[src/source/fetch_pkg.sv]
package fetch_pkg;

    ////////////////////////////////////////////////////////////
    // widths
    ////////////////////////////////////////////////////////////

    // byte address of an instruction
    typedef logic [31:0] addr_t;
    // raw instruction word
    typedef logic [31:0] inst_t;
    // low seven bits of the word
    typedef logic [6:0]  opcode_t;

    ////////////////////////////////////////////////////////////
    // constants
    ////////////////////////////////////////////////////////////

    // first pc fetched after reset
    localparam addr_t reset_vector = 32'h0000_1000;
    // rom word is address xor this key
    localparam inst_t rom_key      = 32'h5ac3_0f93;
    // slowest rom answer in cycles
    localparam int    max_latency  = 4;

    // fetch stage control, one bit per state
    typedef enum logic [3:0] {
        st_leap  = 4'b0001,
        st_empty = 4'b0010,
        st_pipe  = 4'b0100,
        st_full  = 4'b1000
    } fetch_state_t;

endpackage
[src/source/fetch_top.sv]
module fetch_top import fetch_pkg::*; (
    input  logic    clk,
    input  logic    rst_n,
    input  logic    flush,
    input  addr_t   redirect_pc,
    input  logic    hold,
    input  logic    stall,
    output logic    id_valid,
    output addr_t   id_pc,
    output inst_t   id_instruction,
    output opcode_t id_opcode
);

    // pre-fetch to fetch
    logic  valid_pre;
    logic  ready_go_pre;
    logic  allow_in_if;
    addr_t next_pc;

    // fetch to memory and decode
    logic  valid_if;
    logic  ready_go_if;
    logic  allow_in_id;
    addr_t pc_if;
    inst_t instruction_if;
    inst_t rom_rdata;
    logic  mem_data_ok;

    ////////////////////////////////////////////////////////////
    // stages
    ////////////////////////////////////////////////////////////

    pc_gen i_pc_gen (
        .clk          (clk),
        .rst_n        (rst_n),
        .flush        (flush),
        .redirect_pc  (redirect_pc),
        .allow_in_if  (allow_in_if),
        .valid_pre    (valid_pre),
        .ready_go_pre (ready_go_pre),
        .next_pc      (next_pc)
    );

    inst_rom i_inst_rom (
        .clk         (clk),
        .rst_n       (rst_n),
        .flush       (flush),
        .valid_if    (valid_if),
        .pc_if       (pc_if),
        .rom_rdata   (rom_rdata),
        .mem_data_ok (mem_data_ok)
    );

    fetch_stage i_fetch_stage (
        .clk            (clk),
        .rst_n          (rst_n),
        .hold           (hold),
        .flush          (flush),
        .mem_data_ok    (mem_data_ok),
        .next_pc        (next_pc),
        .pc_if          (pc_if),
        .rom_rdata      (rom_rdata),
        .instruction_if (instruction_if),
        .allow_in_if    (allow_in_if),
        .valid_pre      (valid_pre),
        .ready_go_pre   (ready_go_pre),
        .allow_in_id    (allow_in_id),
        .valid_if       (valid_if),
        .ready_go_if    (ready_go_if)
    );

    decode_stage i_decode_stage (
        .clk            (clk),
        .rst_n          (rst_n),
        .stall          (stall),
        .flush          (flush),
        .valid_if       (valid_if),
        .ready_go_if    (ready_go_if),
        .pc_if          (pc_if),
        .instruction_if (instruction_if),
        .allow_in_id    (allow_in_id),
        .id_valid       (id_valid),
        .id_pc          (id_pc),
        .id_instruction (id_instruction),
        .id_opcode      (id_opcode)
    );

endmodule

[src/source/decode_stage.sv]
module decode_stage import fetch_pkg::*; (
    input  logic    clk,
    input  logic    rst_n,
    // freeze from downstream
    input  logic    stall,
    input  logic    flush,
    // from fetch
    input  logic    valid_if,
    input  logic    ready_go_if,
    input  addr_t   pc_if,
    input  inst_t   instruction_if,
    output logic    allow_in_id,
    // decode register outputs
    output logic    id_valid,
    output addr_t   id_pc,
    output inst_t   id_instruction,
    output opcode_t id_opcode
);

    // word moves from fetch
    logic in_go;

    // empty slot always takes a word
    assign allow_in_id = !id_valid || !stall;
    assign in_go       = valid_if && ready_go_if && allow_in_id;

    ////////////////////////////////////////////////////////////
    // pipeline register
    ////////////////////////////////////////////////////////////

    always_ff @(posedge clk or negedge rst_n) begin
        if (!rst_n) begin
            id_valid <= 1'b0;
        end else if (flush) begin
            id_valid <= 1'b0;
        end else if (allow_in_id) begin
            id_valid <= in_go;
        end
    end

    always_ff @(posedge clk) begin
        if (in_go) begin
            id_pc          <= pc_if;
            id_instruction <= instruction_if;
        end
    end

    // opcode field
    assign id_opcode = id_instruction[6:0];

    // stalled word must not move
    a_stall_stable: assert property (@(posedge clk) disable iff (!rst_n)
        id_valid && stall && !flush |=> id_valid && $stable(id_pc) &&
        $stable(id_instruction) && $stable(id_opcode));

endmodule

[src/source/fetch_stage.sv]
module fetch_stage import fetch_pkg::*; (
    input  logic  clk,
    input  logic  rst_n,
    // stop words leaving fetch
    input  logic  hold,
    input  logic  flush,
    // memory side
    input  logic  mem_data_ok,
    input  addr_t next_pc,
    output addr_t pc_if,
    input  inst_t rom_rdata,
    output inst_t instruction_if,
    // to pre-fetch
    output logic  allow_in_if,
    input  logic  valid_pre,
    input  logic  ready_go_pre,
    // to decode
    input  logic  allow_in_id,
    output logic  valid_if,
    output logic  ready_go_if
);

    fetch_state_t state;
    fetch_state_t next_state;

    // parked word for a busy decode
    inst_t park;
    logic  park_valid;

    logic  word_here;
    logic  out_go;
    logic  take_pre;

    // live answer for the held address
    assign word_here = valid_if && mem_data_ok;

    // word available unless hold or still draining
    assign ready_go_if = valid_if && !hold &&
                         ((state == st_full) ||
                          (mem_data_ok && (state == st_empty || state == st_pipe)));

    assign out_go = ready_go_if && allow_in_id;

    // in leap the slot frees when the stale word returns
    assign allow_in_if = (state == st_leap) ? mem_data_ok : (!valid_if || out_go);

    assign take_pre = valid_pre && ready_go_pre && allow_in_if && !flush;

    // parked word first
    assign instruction_if = park_valid ? park : rom_rdata;

    ////////////////////////////////////////////////////////////
    // state machine
    ////////////////////////////////////////////////////////////

    always_comb begin
        next_state = state;
        case (state)
            st_leap: begin
                // drop the stale word
                if (mem_data_ok) begin
                    next_state = st_empty;
                end
            end
            st_empty, st_pipe: begin
                if (flush) begin
                    // still waiting on memory so drain it
                    if (valid_if && !mem_data_ok) begin
                        next_state = st_leap;
                    end else begin
                        next_state = st_empty;
                    end
                end else if (word_here && out_go) begin
                    next_state = st_pipe;
                end else if (word_here) begin
                    next_state = st_full;
                end else begin
                    next_state = st_empty;
                end
            end
            st_full: begin
                if (flush || out_go) begin
                    next_state = st_empty;
                end
            end
            default: begin
                next_state = st_empty;
            end
        endcase
    end

    always_ff @(posedge clk or negedge rst_n) begin
        if (!rst_n) begin
            state <= st_empty;
        end else begin
            state <= next_state;
        end
    end

    ////////////////////////////////////////////////////////////
    // address slot
    ////////////////////////////////////////////////////////////

    always_ff @(posedge clk or negedge rst_n) begin
        if (!rst_n) begin
            valid_if <= 1'b0;
        end else if (take_pre) begin
            valid_if <= 1'b1;
        end else if (allow_in_if || (flush && next_state != st_leap)) begin
            // word gone or flushed
            valid_if <= 1'b0;
        end
    end

    always_ff @(posedge clk) begin
        if (take_pre) begin
            pc_if <= next_pc;
        end
    end

    // parking register
    always_ff @(posedge clk or negedge rst_n) begin
        if (!rst_n) begin
            park_valid <= 1'b0;
        end else if (flush || out_go) begin
            // word left or was killed
            park_valid <= 1'b0;
        end else if (word_here && state != st_leap) begin
            park_valid <= 1'b1;
        end
    end

    always_ff @(posedge clk) begin
        if (word_here && !park_valid) begin
            park <= rom_rdata;
        end
    end

    a_state_onehot: assert property (@(posedge clk) disable iff (!rst_n)
        $onehot(state));

    // parked word belongs to a live address
    a_full_parked: assert property (@(posedge clk) disable iff (!rst_n)
        (state == st_full) |-> park_valid && valid_if);

endmodule

[src/source/inst_rom.sv]
module inst_rom import fetch_pkg::*; (
    input  logic  clk,
    input  logic  rst_n,
    // kills the request in flight
    input  logic  flush,
    // request from fetch
    input  logic  valid_if,
    input  addr_t pc_if,
    // answer
    output inst_t rom_rdata,
    output logic  mem_data_ok
);

    // wide enough for the slowest answer
    typedef logic [$clog2(max_latency + 1) - 1:0] lat_t;

    lat_t  count;
    addr_t req_pc;
    // current address already answered
    logic  done;
    logic  new_req;

    // idle and the address is not the one just served
    assign new_req = valid_if && (count == '0) && !(done && pc_if == req_pc);

    ////////////////////////////////////////////////////////////
    // latency counter
    ////////////////////////////////////////////////////////////

    always_ff @(posedge clk or negedge rst_n) begin
        if (!rst_n) begin
            count <= '0;
            done  <= 1'b0;
        end else if (flush) begin
            // abort and forget the last address
            count <= '0;
            done  <= 1'b0;
        end else if (new_req) begin
            // 1 to 4 cycles from address bits 3:2
            count <= lat_t'(pc_if[3:2]) + lat_t'(1);
            done  <= 1'b0;
        end else if (count != '0) begin
            count <= count - lat_t'(1);
            if (count == lat_t'(1)) begin
                done <= 1'b1;
            end
        end
    end

    // latched request address
    always_ff @(posedge clk) begin
        if (new_req) begin
            req_pc <= pc_if;
        end
    end

    // last count cycle carries the word
    assign mem_data_ok = (count == lat_t'(1));
    // data only valid with the pulse
    assign rom_rdata   = mem_data_ok ? (req_pc ^ rom_key) : '0;

    // one answer per request, and only for the address fetch still holds
    a_single_answer: assert property (@(posedge clk) disable iff (!rst_n)
        mem_data_ok |-> valid_if && (pc_if == req_pc));

endmodule

[src/source/pc_gen.sv]
module pc_gen import fetch_pkg::*; (
    input  logic  clk,
    input  logic  rst_n,
    // redirect from a later stage
    input  logic  flush,
    input  addr_t redirect_pc,
    // fetch stage can take an address
    input  logic  allow_in_if,
    output logic  valid_pre,
    output logic  ready_go_pre,
    // address offered to fetch
    output addr_t next_pc
);

    // address moves into fetch this cycle
    logic to_if;

    // address is known as soon as it is held
    assign ready_go_pre = 1'b1;

    // flush blocks the handoff of the old path
    assign to_if = valid_pre && ready_go_pre && allow_in_if && !flush;

    ////////////////////////////////////////////////////////////
    // program counter
    ////////////////////////////////////////////////////////////

    always_ff @(posedge clk or negedge rst_n) begin
        if (!rst_n) begin
            valid_pre <= 1'b0;
            next_pc   <= reset_vector;
        end else begin
            // valid from the first cycle out of reset
            valid_pre <= 1'b1;
            if (flush) begin
                // redirect wins over fetch back-pressure
                next_pc <= redirect_pc;
            end else if (to_if) begin
                next_pc <= next_pc + 32'd4;
            end
        end
    end

    // redirect targets must be word aligned as well
    a_pc_aligned: assert property (@(posedge clk) disable iff (!rst_n)
        next_pc[1:0] == 2'b00);

endmodule

[config.mk]
export PLATFORM = sky130hd
export DESIGN_NAME = fetch_top
export DESIGN_NICKNAME = d
export VERILOG_FILES = /design/src/source/fetch_pkg.sv /design/src/source/fetch_top.sv /design/src/source/decode_stage.sv /design/src/source/fetch_stage.sv /design/src/source/inst_rom.sv /design/src/source/pc_gen.sv
export SDC_FILE = /design/constraint.sdc
export NUM_CORES = 1
export LEC_CHECK = 0
export ABC_AREA = 1
export BUFFER_PORTS_ARGS = -buffer_cell sky130_fd_sc_hd__buf_2
export CAP_MARGIN = 20
export CORE_ASPECT_RATIO = 0.9
export CORE_MARGIN = 2
export CORE_UTILIZATION = 40
export DETAILED_ROUTE_END_ITERATION = 10
export HOLD_SLACK_MARGIN = 0.1
export PLACE_DENSITY = 0.68
export SYNTH_ARGS = -nofsm -noshare
export SYNTH_HDL_FRONTEND = slang
export SYNTH_HIERARCHICAL = 1
export SYNTH_SLANG_ARGS = --single-unit
[constraint.sdc]
create_clock -name clk -period 10.9 [get_ports clk]
set_clock_uncertainty 0.1 [all_clocks]
set_input_delay 1.09 -clock clk [delete_from_list [all_inputs] [get_ports clk]]
set_output_delay 1.09 -clock clk [all_outputs]
set_load 0.1 [all_outputs]
==> metrics.yaml, run 1 <==
final_layout:
  syn2layout_area_growth_pct: 18.3
  nNetsFinal: 1041
  design_area_mm2: 0.0107
  antennaDiodeCount: 0
  drive_gt1_frac: 0.187
  seqCellArea_mm2: 0.00591
  nFillCells: 2030
  multi_input_area_mm2: 0.00261
global_routing:
  antenna_found_initial: 0
  grt_max_degree: 56
  track_usage: 0.166
  grt_pass1_vias: 5811
  overflow: 0
  grt_first_pass_wirelength_um: 31000
die:
  die_w_um: 162
  start_util: 0.404
  dieArea_mm2: 0.0238
  core_region_area_mm2: 0.0223
  io_pins: 109
  die_y_um: 147
  rows: 52
clock_network:
  post_cts_resized: 0
  clk_path_buf_depth: 3
  clock_sinks: 204
  cts_root_buf: "clkbuf_16"
  postCtsSetupBuffers: 0
  cts_tree: "built"
  clk_pin_slew_ps: 70
  htreeDepth: 1
  numCtsBuffers: 22
  clk_latency_ps: 520
  cts_hold_buf: 0
synthesis:
  syn_inst: 883
  synth_cell_types: 40
  yosys-top-cells-area: "edfxtp_1, nand2_1, dfrtp_1, inv_1, nor2_1"
  synth_top_area_frac: 0.532
  synth_top_cell_by_area: "edfxtp_1"
  synth.avg_cell_area_um2: 10.2
  yosysSeqAreaShare: 0.655
  yosysWarnings: 6
  synth_seq_cells: 204
  netlist_area_mm2: 0.00903
sta:
  setup_tns_ps: 0
  relSlewSlack: 0.413
  fin_crit_sh: 0.279
  slew_violations: 0
  worst_pin_slew_ps: 879
  hold_violations: 0
  setup_viol: 0
  fin_hold_ws_ps: 300
  max_freq_mhz: 329
  rsz0062_at_grt: "false"
  fin_crit_ps: 3040
critical_path:
  cp_max_fo: 18
  worstPathRequired_ps: 11200
  path_cells: "inv_1, ha_1, nand2_1, inv_1, inv_2, nand2_2, nand4_4, nand2_2, nand2_1, inv_1, nand2_1, nor2_2, inv_2, o311ai_1"
  setup.worst_path.class: "reg2reg"
  setup.worst_path.start_class: "flop"
  critPathMaxStageDelay_ps: 680
  crit_arrival_ps: 3340
  r2r_slack_ps: 7860
  cp_slowest_cell: "nor2_2"
  cp-end-kind: "flop"
power:
  max-vdd-ir-drop_v: 0.0000970
  swShare: 0.257
  clkPwrFrac: 0.385
  power_density_mw_per_mm2: 180
  p_seq_frac: 0.493
  power_switching_w: 0.000493
  leakage_nw: 4.54
  comb_power_share: 0.122
  intPower_w: 0.00142
drt:
  drcViolationCount: 0
  drtIter0Drc: 437
  route.final.wire_length_um: 19400
  wl_per_cell_um: 14.8
  firstDrtPassIters: 7
  via_count: 6169
  final_antenna_net_count: 0
  routed_via_density: 4.70
placement:
  post-dp-hpwl_um: 13700
  post_dp_cell_area_mm2: 0.00987
  gp_congestion: 0.900
  portBuffers: 108
min_path:
  hold_class: "in2async"
run_status:
  outcome: "completed"
run:
  maxCapViolations: 0
## cells in the final DEF (no fill, tap or decap), types with 3 or more instances in the layout
master and instances:
buf_16 3, o21ai_0 20, xor2_1 14, a21oi_1 6, clkbuf_16 22, nand3_1 44
inv_2 5, buf_4 3, nand3b_1 3, clkbuf_8 3, o211ai_1 4, nor2_4 5
xnor2_1 9, a22o_1 4, edfxtp_1 160, buf_2 108, nor2_2 10, clkinv_1 3
nand4_1 5, ha_1 5, dfrtp_1 42, nand2_1 296, o21bai_1 10, clkinv_2 3
nand2_2 9, clkbuf_1 4, inv_1 101, nor2_1 85
## path summary, 6_finish.rpt
| check | startpoint | endpoint | cells past startpoint |
|---|---|---|---|
| worst max-delay path | i_inst_rom/count[1] | i_pc_gen/next_pc[4] | 14 |
| worst min-delay path | rst_n | i_inst_rom/done | 1 |
| worst max register to register | i_inst_rom/count[1] | i_pc_gen/next_pc[4] | 14 |
| worst min register to register | i_pc_gen/next_pc[1] | i_fetch_stage/pc_if[1] | 0 |
| max in group asynchronous | rst_n | i_pc_gen/next_pc[12] | 2 |
| min in group clk | i_pc_gen/next_pc[1] | i_fetch_stage/pc_if[1] | 0 |
## routing by layer
| layer | part of all wire | up-vias | global-route usage | routed length (µm) |
|---|---|---|---|---|
| met4 | 0.031 | 0 | 0.0558 | 603 |
| met1 | 0.47 | 2850 | 0.242 | 9060 |
| met3 | 0.064 | 37 | 0.0284 | 1240 |
| li1 | - | 3080 | - | - |
| met2 | 0.44 | 202 | 0.251 | 8480 |
| met5 | 0 | - | 0 | 0 |
## registers in the layout, indices dropped and copies added (netlist names)
register and flops:
i_decode_stage/id_instruction 32, i_decode_stage/id_pc 32, i_fetch_stage/park 32, i_fetch_stage/pc_if 32, i_inst_rom/req_pc 32, i_pc_gen/next_pc 32
i_fetch_stage/state 4, i_inst_rom/count 3, i_decode_stage/id_valid 1, i_fetch_stage/park_valid 1, i_fetch_stage/valid_if 1, i_inst_rom/done 1
i_pc_gen/valid_pre 1
## power groups by stage
stage,clock network (W),logic (W),registers (W)
global route,0.000787,0.000268,0.000952
floorplan,0,0.000165,0.000948
finish,0.000738,0.000233,0.000946
detailed placement,0,0.000223,0.000960
global placement,0,0.000215,0.000959
CTS,0.000754,0.000224,0.000945
## final cells by class
type,instances,share of cell area
sequential,204,0.553
tap,297,0.0348
inverter,106,0.0373
clock buffer,29,0.0568
multi-input combinational,550,0.244
clock inverter,11,0.0114
timing repair buffer,115,0.0623
## logic make-up (layout without fill, tap and decap cells)
kind of cell | Yosys count | in the layout | synth area share
adders and majority gates | 5 | 5 | 0.00693
and+or+nand+nor | 467 | 467 | 0.219
xor gates and xnor gates | 23 | 23 | 0.0223
buffers and inverters | 130 | 261 | 0.0586
other | 1 | 2 | 0.000415
AOI/OAI and AO/OA | 53 | 53 | 0.0381
DFF | 204 | 204 | 0.655
## critical path, delay by kind of cell (launching register included)
family / cells / cell delay, ps
buffers and inverters: 5 / 670
AOI/OAI and AO/OA: 1 / 320
adders and majority gates: 1 / 150
and+or+nand+nor: 7 / 1310
DFF: 1 / 380
## per-stage QoR
step	std cells	utilization	worst slack, ps	total power, W
after global routing	1312	0.478	7580	0.00201
after detailed placement	1269	0.442	7110	0.00118
after CTS	1309	0.475	7150	0.00192
after global placement	1268	0.441	7300	0.00117
after floorplan	884	-	5690	0.00111
final	1312	0.478	7860	0.00192
## cell usage after synthesis
| cell | instances |
|---|---|
| a211oi_2 | 1 |
| a21oi_1 | 7 |
| a21oi_2 | 2 |
| a22o_1 | 4 |
| a31oi_1 | 1 |
| buf_2 | 9 |
| buf_4 | 8 |
| clkbuf_1 | 7 |
| conb_1 | 1 |
| dfrtp_1 | 42 |
| dfstp_2 | 2 |
| edfxtp_1 | 160 |
| ha_1 | 5 |
| inv_1 | 101 |
| inv_2 | 5 |
| nand2_1 | 296 |
| nand2_2 | 9 |
| nand2_4 | 1 |
| nand3_1 | 44 |
| nand3_2 | 2 |
| nand3_4 | 1 |
| nand3b_1 | 3 |
| nand4_1 | 5 |
| nand4_4 | 1 |
| nor2_1 | 86 |
| nor2_2 | 9 |
| nor2_4 | 5 |
| nor3_1 | 2 |
| nor3b_1 | 1 |
| o211ai_1 | 4 |
| o21ai_0 | 20 |
| o21ai_2 | 1 |
| o21bai_1 | 10 |
| o221ai_1 | 1 |
| o22ai_1 | 1 |
| o311ai_1 | 1 |
| or2_1 | 1 |
| or2_2 | 1 |
| xnor2_1 | 9 |
| xor2_1 | 14 |
Power figures use the tool's default switching activity.
==> inputs of run 2 (changes only) <==
--- a/config.mk
+++ b/config.mk
@@ -13,7 +13,7 @@
 export CORE_UTILIZATION = 40
 export DETAILED_ROUTE_END_ITERATION = 10
 export HOLD_SLACK_MARGIN = 0.1
-export PLACE_DENSITY = 0.68
+export PLACE_DENSITY = 0.71
 export SYNTH_ARGS = -nofsm -noshare
 export SYNTH_HDL_FRONTEND = slang
 export SYNTH_HIERARCHICAL = 1
==> constraint.sdc (replaced) <==
create_clock -name clk -period 2.72 [get_ports clk]
set_clock_uncertainty 0.1 [all_clocks]
set_input_delay 0.272 -clock clk [delete_from_list [all_inputs] [get_ports clk]]
set_output_delay 0.272 -clock clk [all_outputs]
set_load 0.1 [all_outputs]
==> metrics.yaml, run 2 (same netlist as run 1, synthesis figures left out) <==
final_layout:
  final_common_cell: "nand2_1"
  design_area_mm2: 0.0111
  antennaDiodeCount: 0
  seqCellArea_mm2: 0.00591
  multi_input_area_mm2: 0.00261
  nFillCells: 1970
  final_cell_mix: "nand2_1, edfxtp_1, buf_2"
  drive_gt1_frac: 0.189
  nNetsFinal: 1083
  syn2layout_area_growth_pct: 22.5
die:
  start_util: 0.404
  io_pins: 109
  rows: 52
  dieArea_mm2: 0.0238
  core_region_area_mm2: 0.0223
  die_y_um: 147
  die_w_um: 162
sta:
  rsz0062_at_grt: "false"
  worst_pin_slew_ps: 1020
  setup_tns_ps: 0
  slew_violations: 0
  fin_crit_sh: 0.868
  max_freq_mhz: 424
  fin_crit_ps: 2360
  relSlewSlack: 0.322
  setup_viol: 0
  hold_violations: 0
clock_network:
  clk_latency_ps: 510
  htreeDepth: 1
  clk_pin_slew_ps: 60
  post_cts_resized: 0
  clock_sinks: 204
  numCtsBuffers: 23
  clk_path_buf_depth: 3
  cts_root_buf: "clkbuf_16"
  cts_tree: "built"
  postCtsSetupBuffers: 0
power:
  leakage_nw: 4.71
  max-vdd-ir-drop_v: 0.000319
  power_density_mw_per_mm2: 708
  power_w: 0.00783
drt:
  route.final.wire_length_um: 19600
  routed_via_density: 4.69
  drcViolationCount: 0
  final_antenna_net_count: 0
  drtIter0Drc: 477
  via_count: 6355
  firstDrtPassIters: 5
  wl_per_cell_um: 14.5
global_routing:
  grt_max_degree: 58
  grt_pass1_vias: 5817
  antenna_found_initial: 0
  use_met3: 0.0267
  grt_use_met1: 0.247
  track_usage: 0.165
  overflow: 0
  met2_usage: 0.249
  busiest_layer: "met2"
  grt_first_pass_wirelength_um: 30900
placement:
  portBuffers: 108
  gp_congestion: 0.848
  post-dp-hpwl_um: 13800
  post_dp_cell_area_mm2: 0.00992
critical_path:
  r2r_cells: 14
  crit_arrival_ps: 2640
  worstPathRequired_ps: 3000
  cp_max_fo: 10
  cp-end-kind: "flop"
  setup.worst_path.class: "reg2reg"
  r2r_slack_ps: 360
  reg2reg_from: "i_inst_rom/count[1]"
  r2r_end: "i_pc_gen/next_pc[4]"
  setup.worst_path.start_class: "flop"
min_path:
  hold_class: "in2async"
run_status:
  outcome: "completed"
run:
  maxCapViolations: 0
## run 2: cell types whose count changed in the layout (fill, tap and decap cells not counted), moves of 2 or more
cell / delta
clkinv_1: -3
dlygate4sd3_1: +37
buf_4: +7
buf_16: -3
inv_2: +2
inv_1: -2
## run 2: layer usage
layer	part of all wire	wire length (µm)	vias up
met5	0	0	-
met4	0.020	393	0
met3	0.064	1250	30
met2	0.44	8680	230
met1	0.47	9260	2927
li1	-	-	3168
## run 2: how the worst max path moves through the flow
stage	startpoint	end	slack [ps]	depth (start not counted)
final	i_inst_rom/count[1]	i_pc_gen/next_pc[4]	360	14
after global routing	i_inst_rom/count[1]	i_pc_gen/next_pc[4]	180	14
after CTS	i_inst_rom/count[1]	i_pc_gen/next_pc[4]	390	14
after detailed placement	i_inst_rom/count[1]	i_pc_gen/next_pc[4]	400	14
after global placement	i_inst_rom/count[1]	i_pc_gen/next_pc[4]	490	14
after floorplan	i_inst_rom/count[1]	i_decode_stage/id_instruction[0]	5	10
## run 2: timing repair
item | in CTS | in global routing
hold buffers | 37 | 0
setup endpoints to repair | 0 | 0
hold endpoints to repair | 80 | 0
## run 2: area by class of cell
type,count,share of cell area
sequential,204,0.534
timing repair buffer,156,0.0910
clock buffer,30,0.0562
tap,297,0.0336
inverter,106,0.0360
clock inverter,11,0.0129
multi-input combinational,550,0.236
## run 2: stage by stage
stage,hold slack (ps),cells,worst slack [ps],utilization
4_1_cts,207,1354,394,0.495
5_1_grt,230,1354,176,0.495
2_1_floorplan,-124,884,5.26,-
6_report,216,1354,360,0.495
3_3_place_gp,207,1276,489,0.445
3_5_place_dp,206,1276,397,0.445
## run 2: where the power goes
part | leakage [nW] | total [W] | internal (W) | switching [W]
Combinational | 2.33 | 0.000947 | 0.000328 | 0.000619
Clock | 0.371 | 0.00309 | 0.00190 | 0.00119
Sequential | 2.01 | 0.00379 | 0.00362 | 0.000175
Total | 4.71 | 0.00783 | 0.00585 | 0.00198
## run 2: critical path, stage by stage (launching register included)
cell and delay, ps:
dfrtp_1 390, inv_2 80, ha_1 150, nand2_2 60
inv_2 90, inv_2 60, nand2_2 90, nand4_4 120
nand2_2 90, nand2_1 60, inv_1 50, nand2_1 80
nor2_2 320, inv_2 200, o311ai_1 290
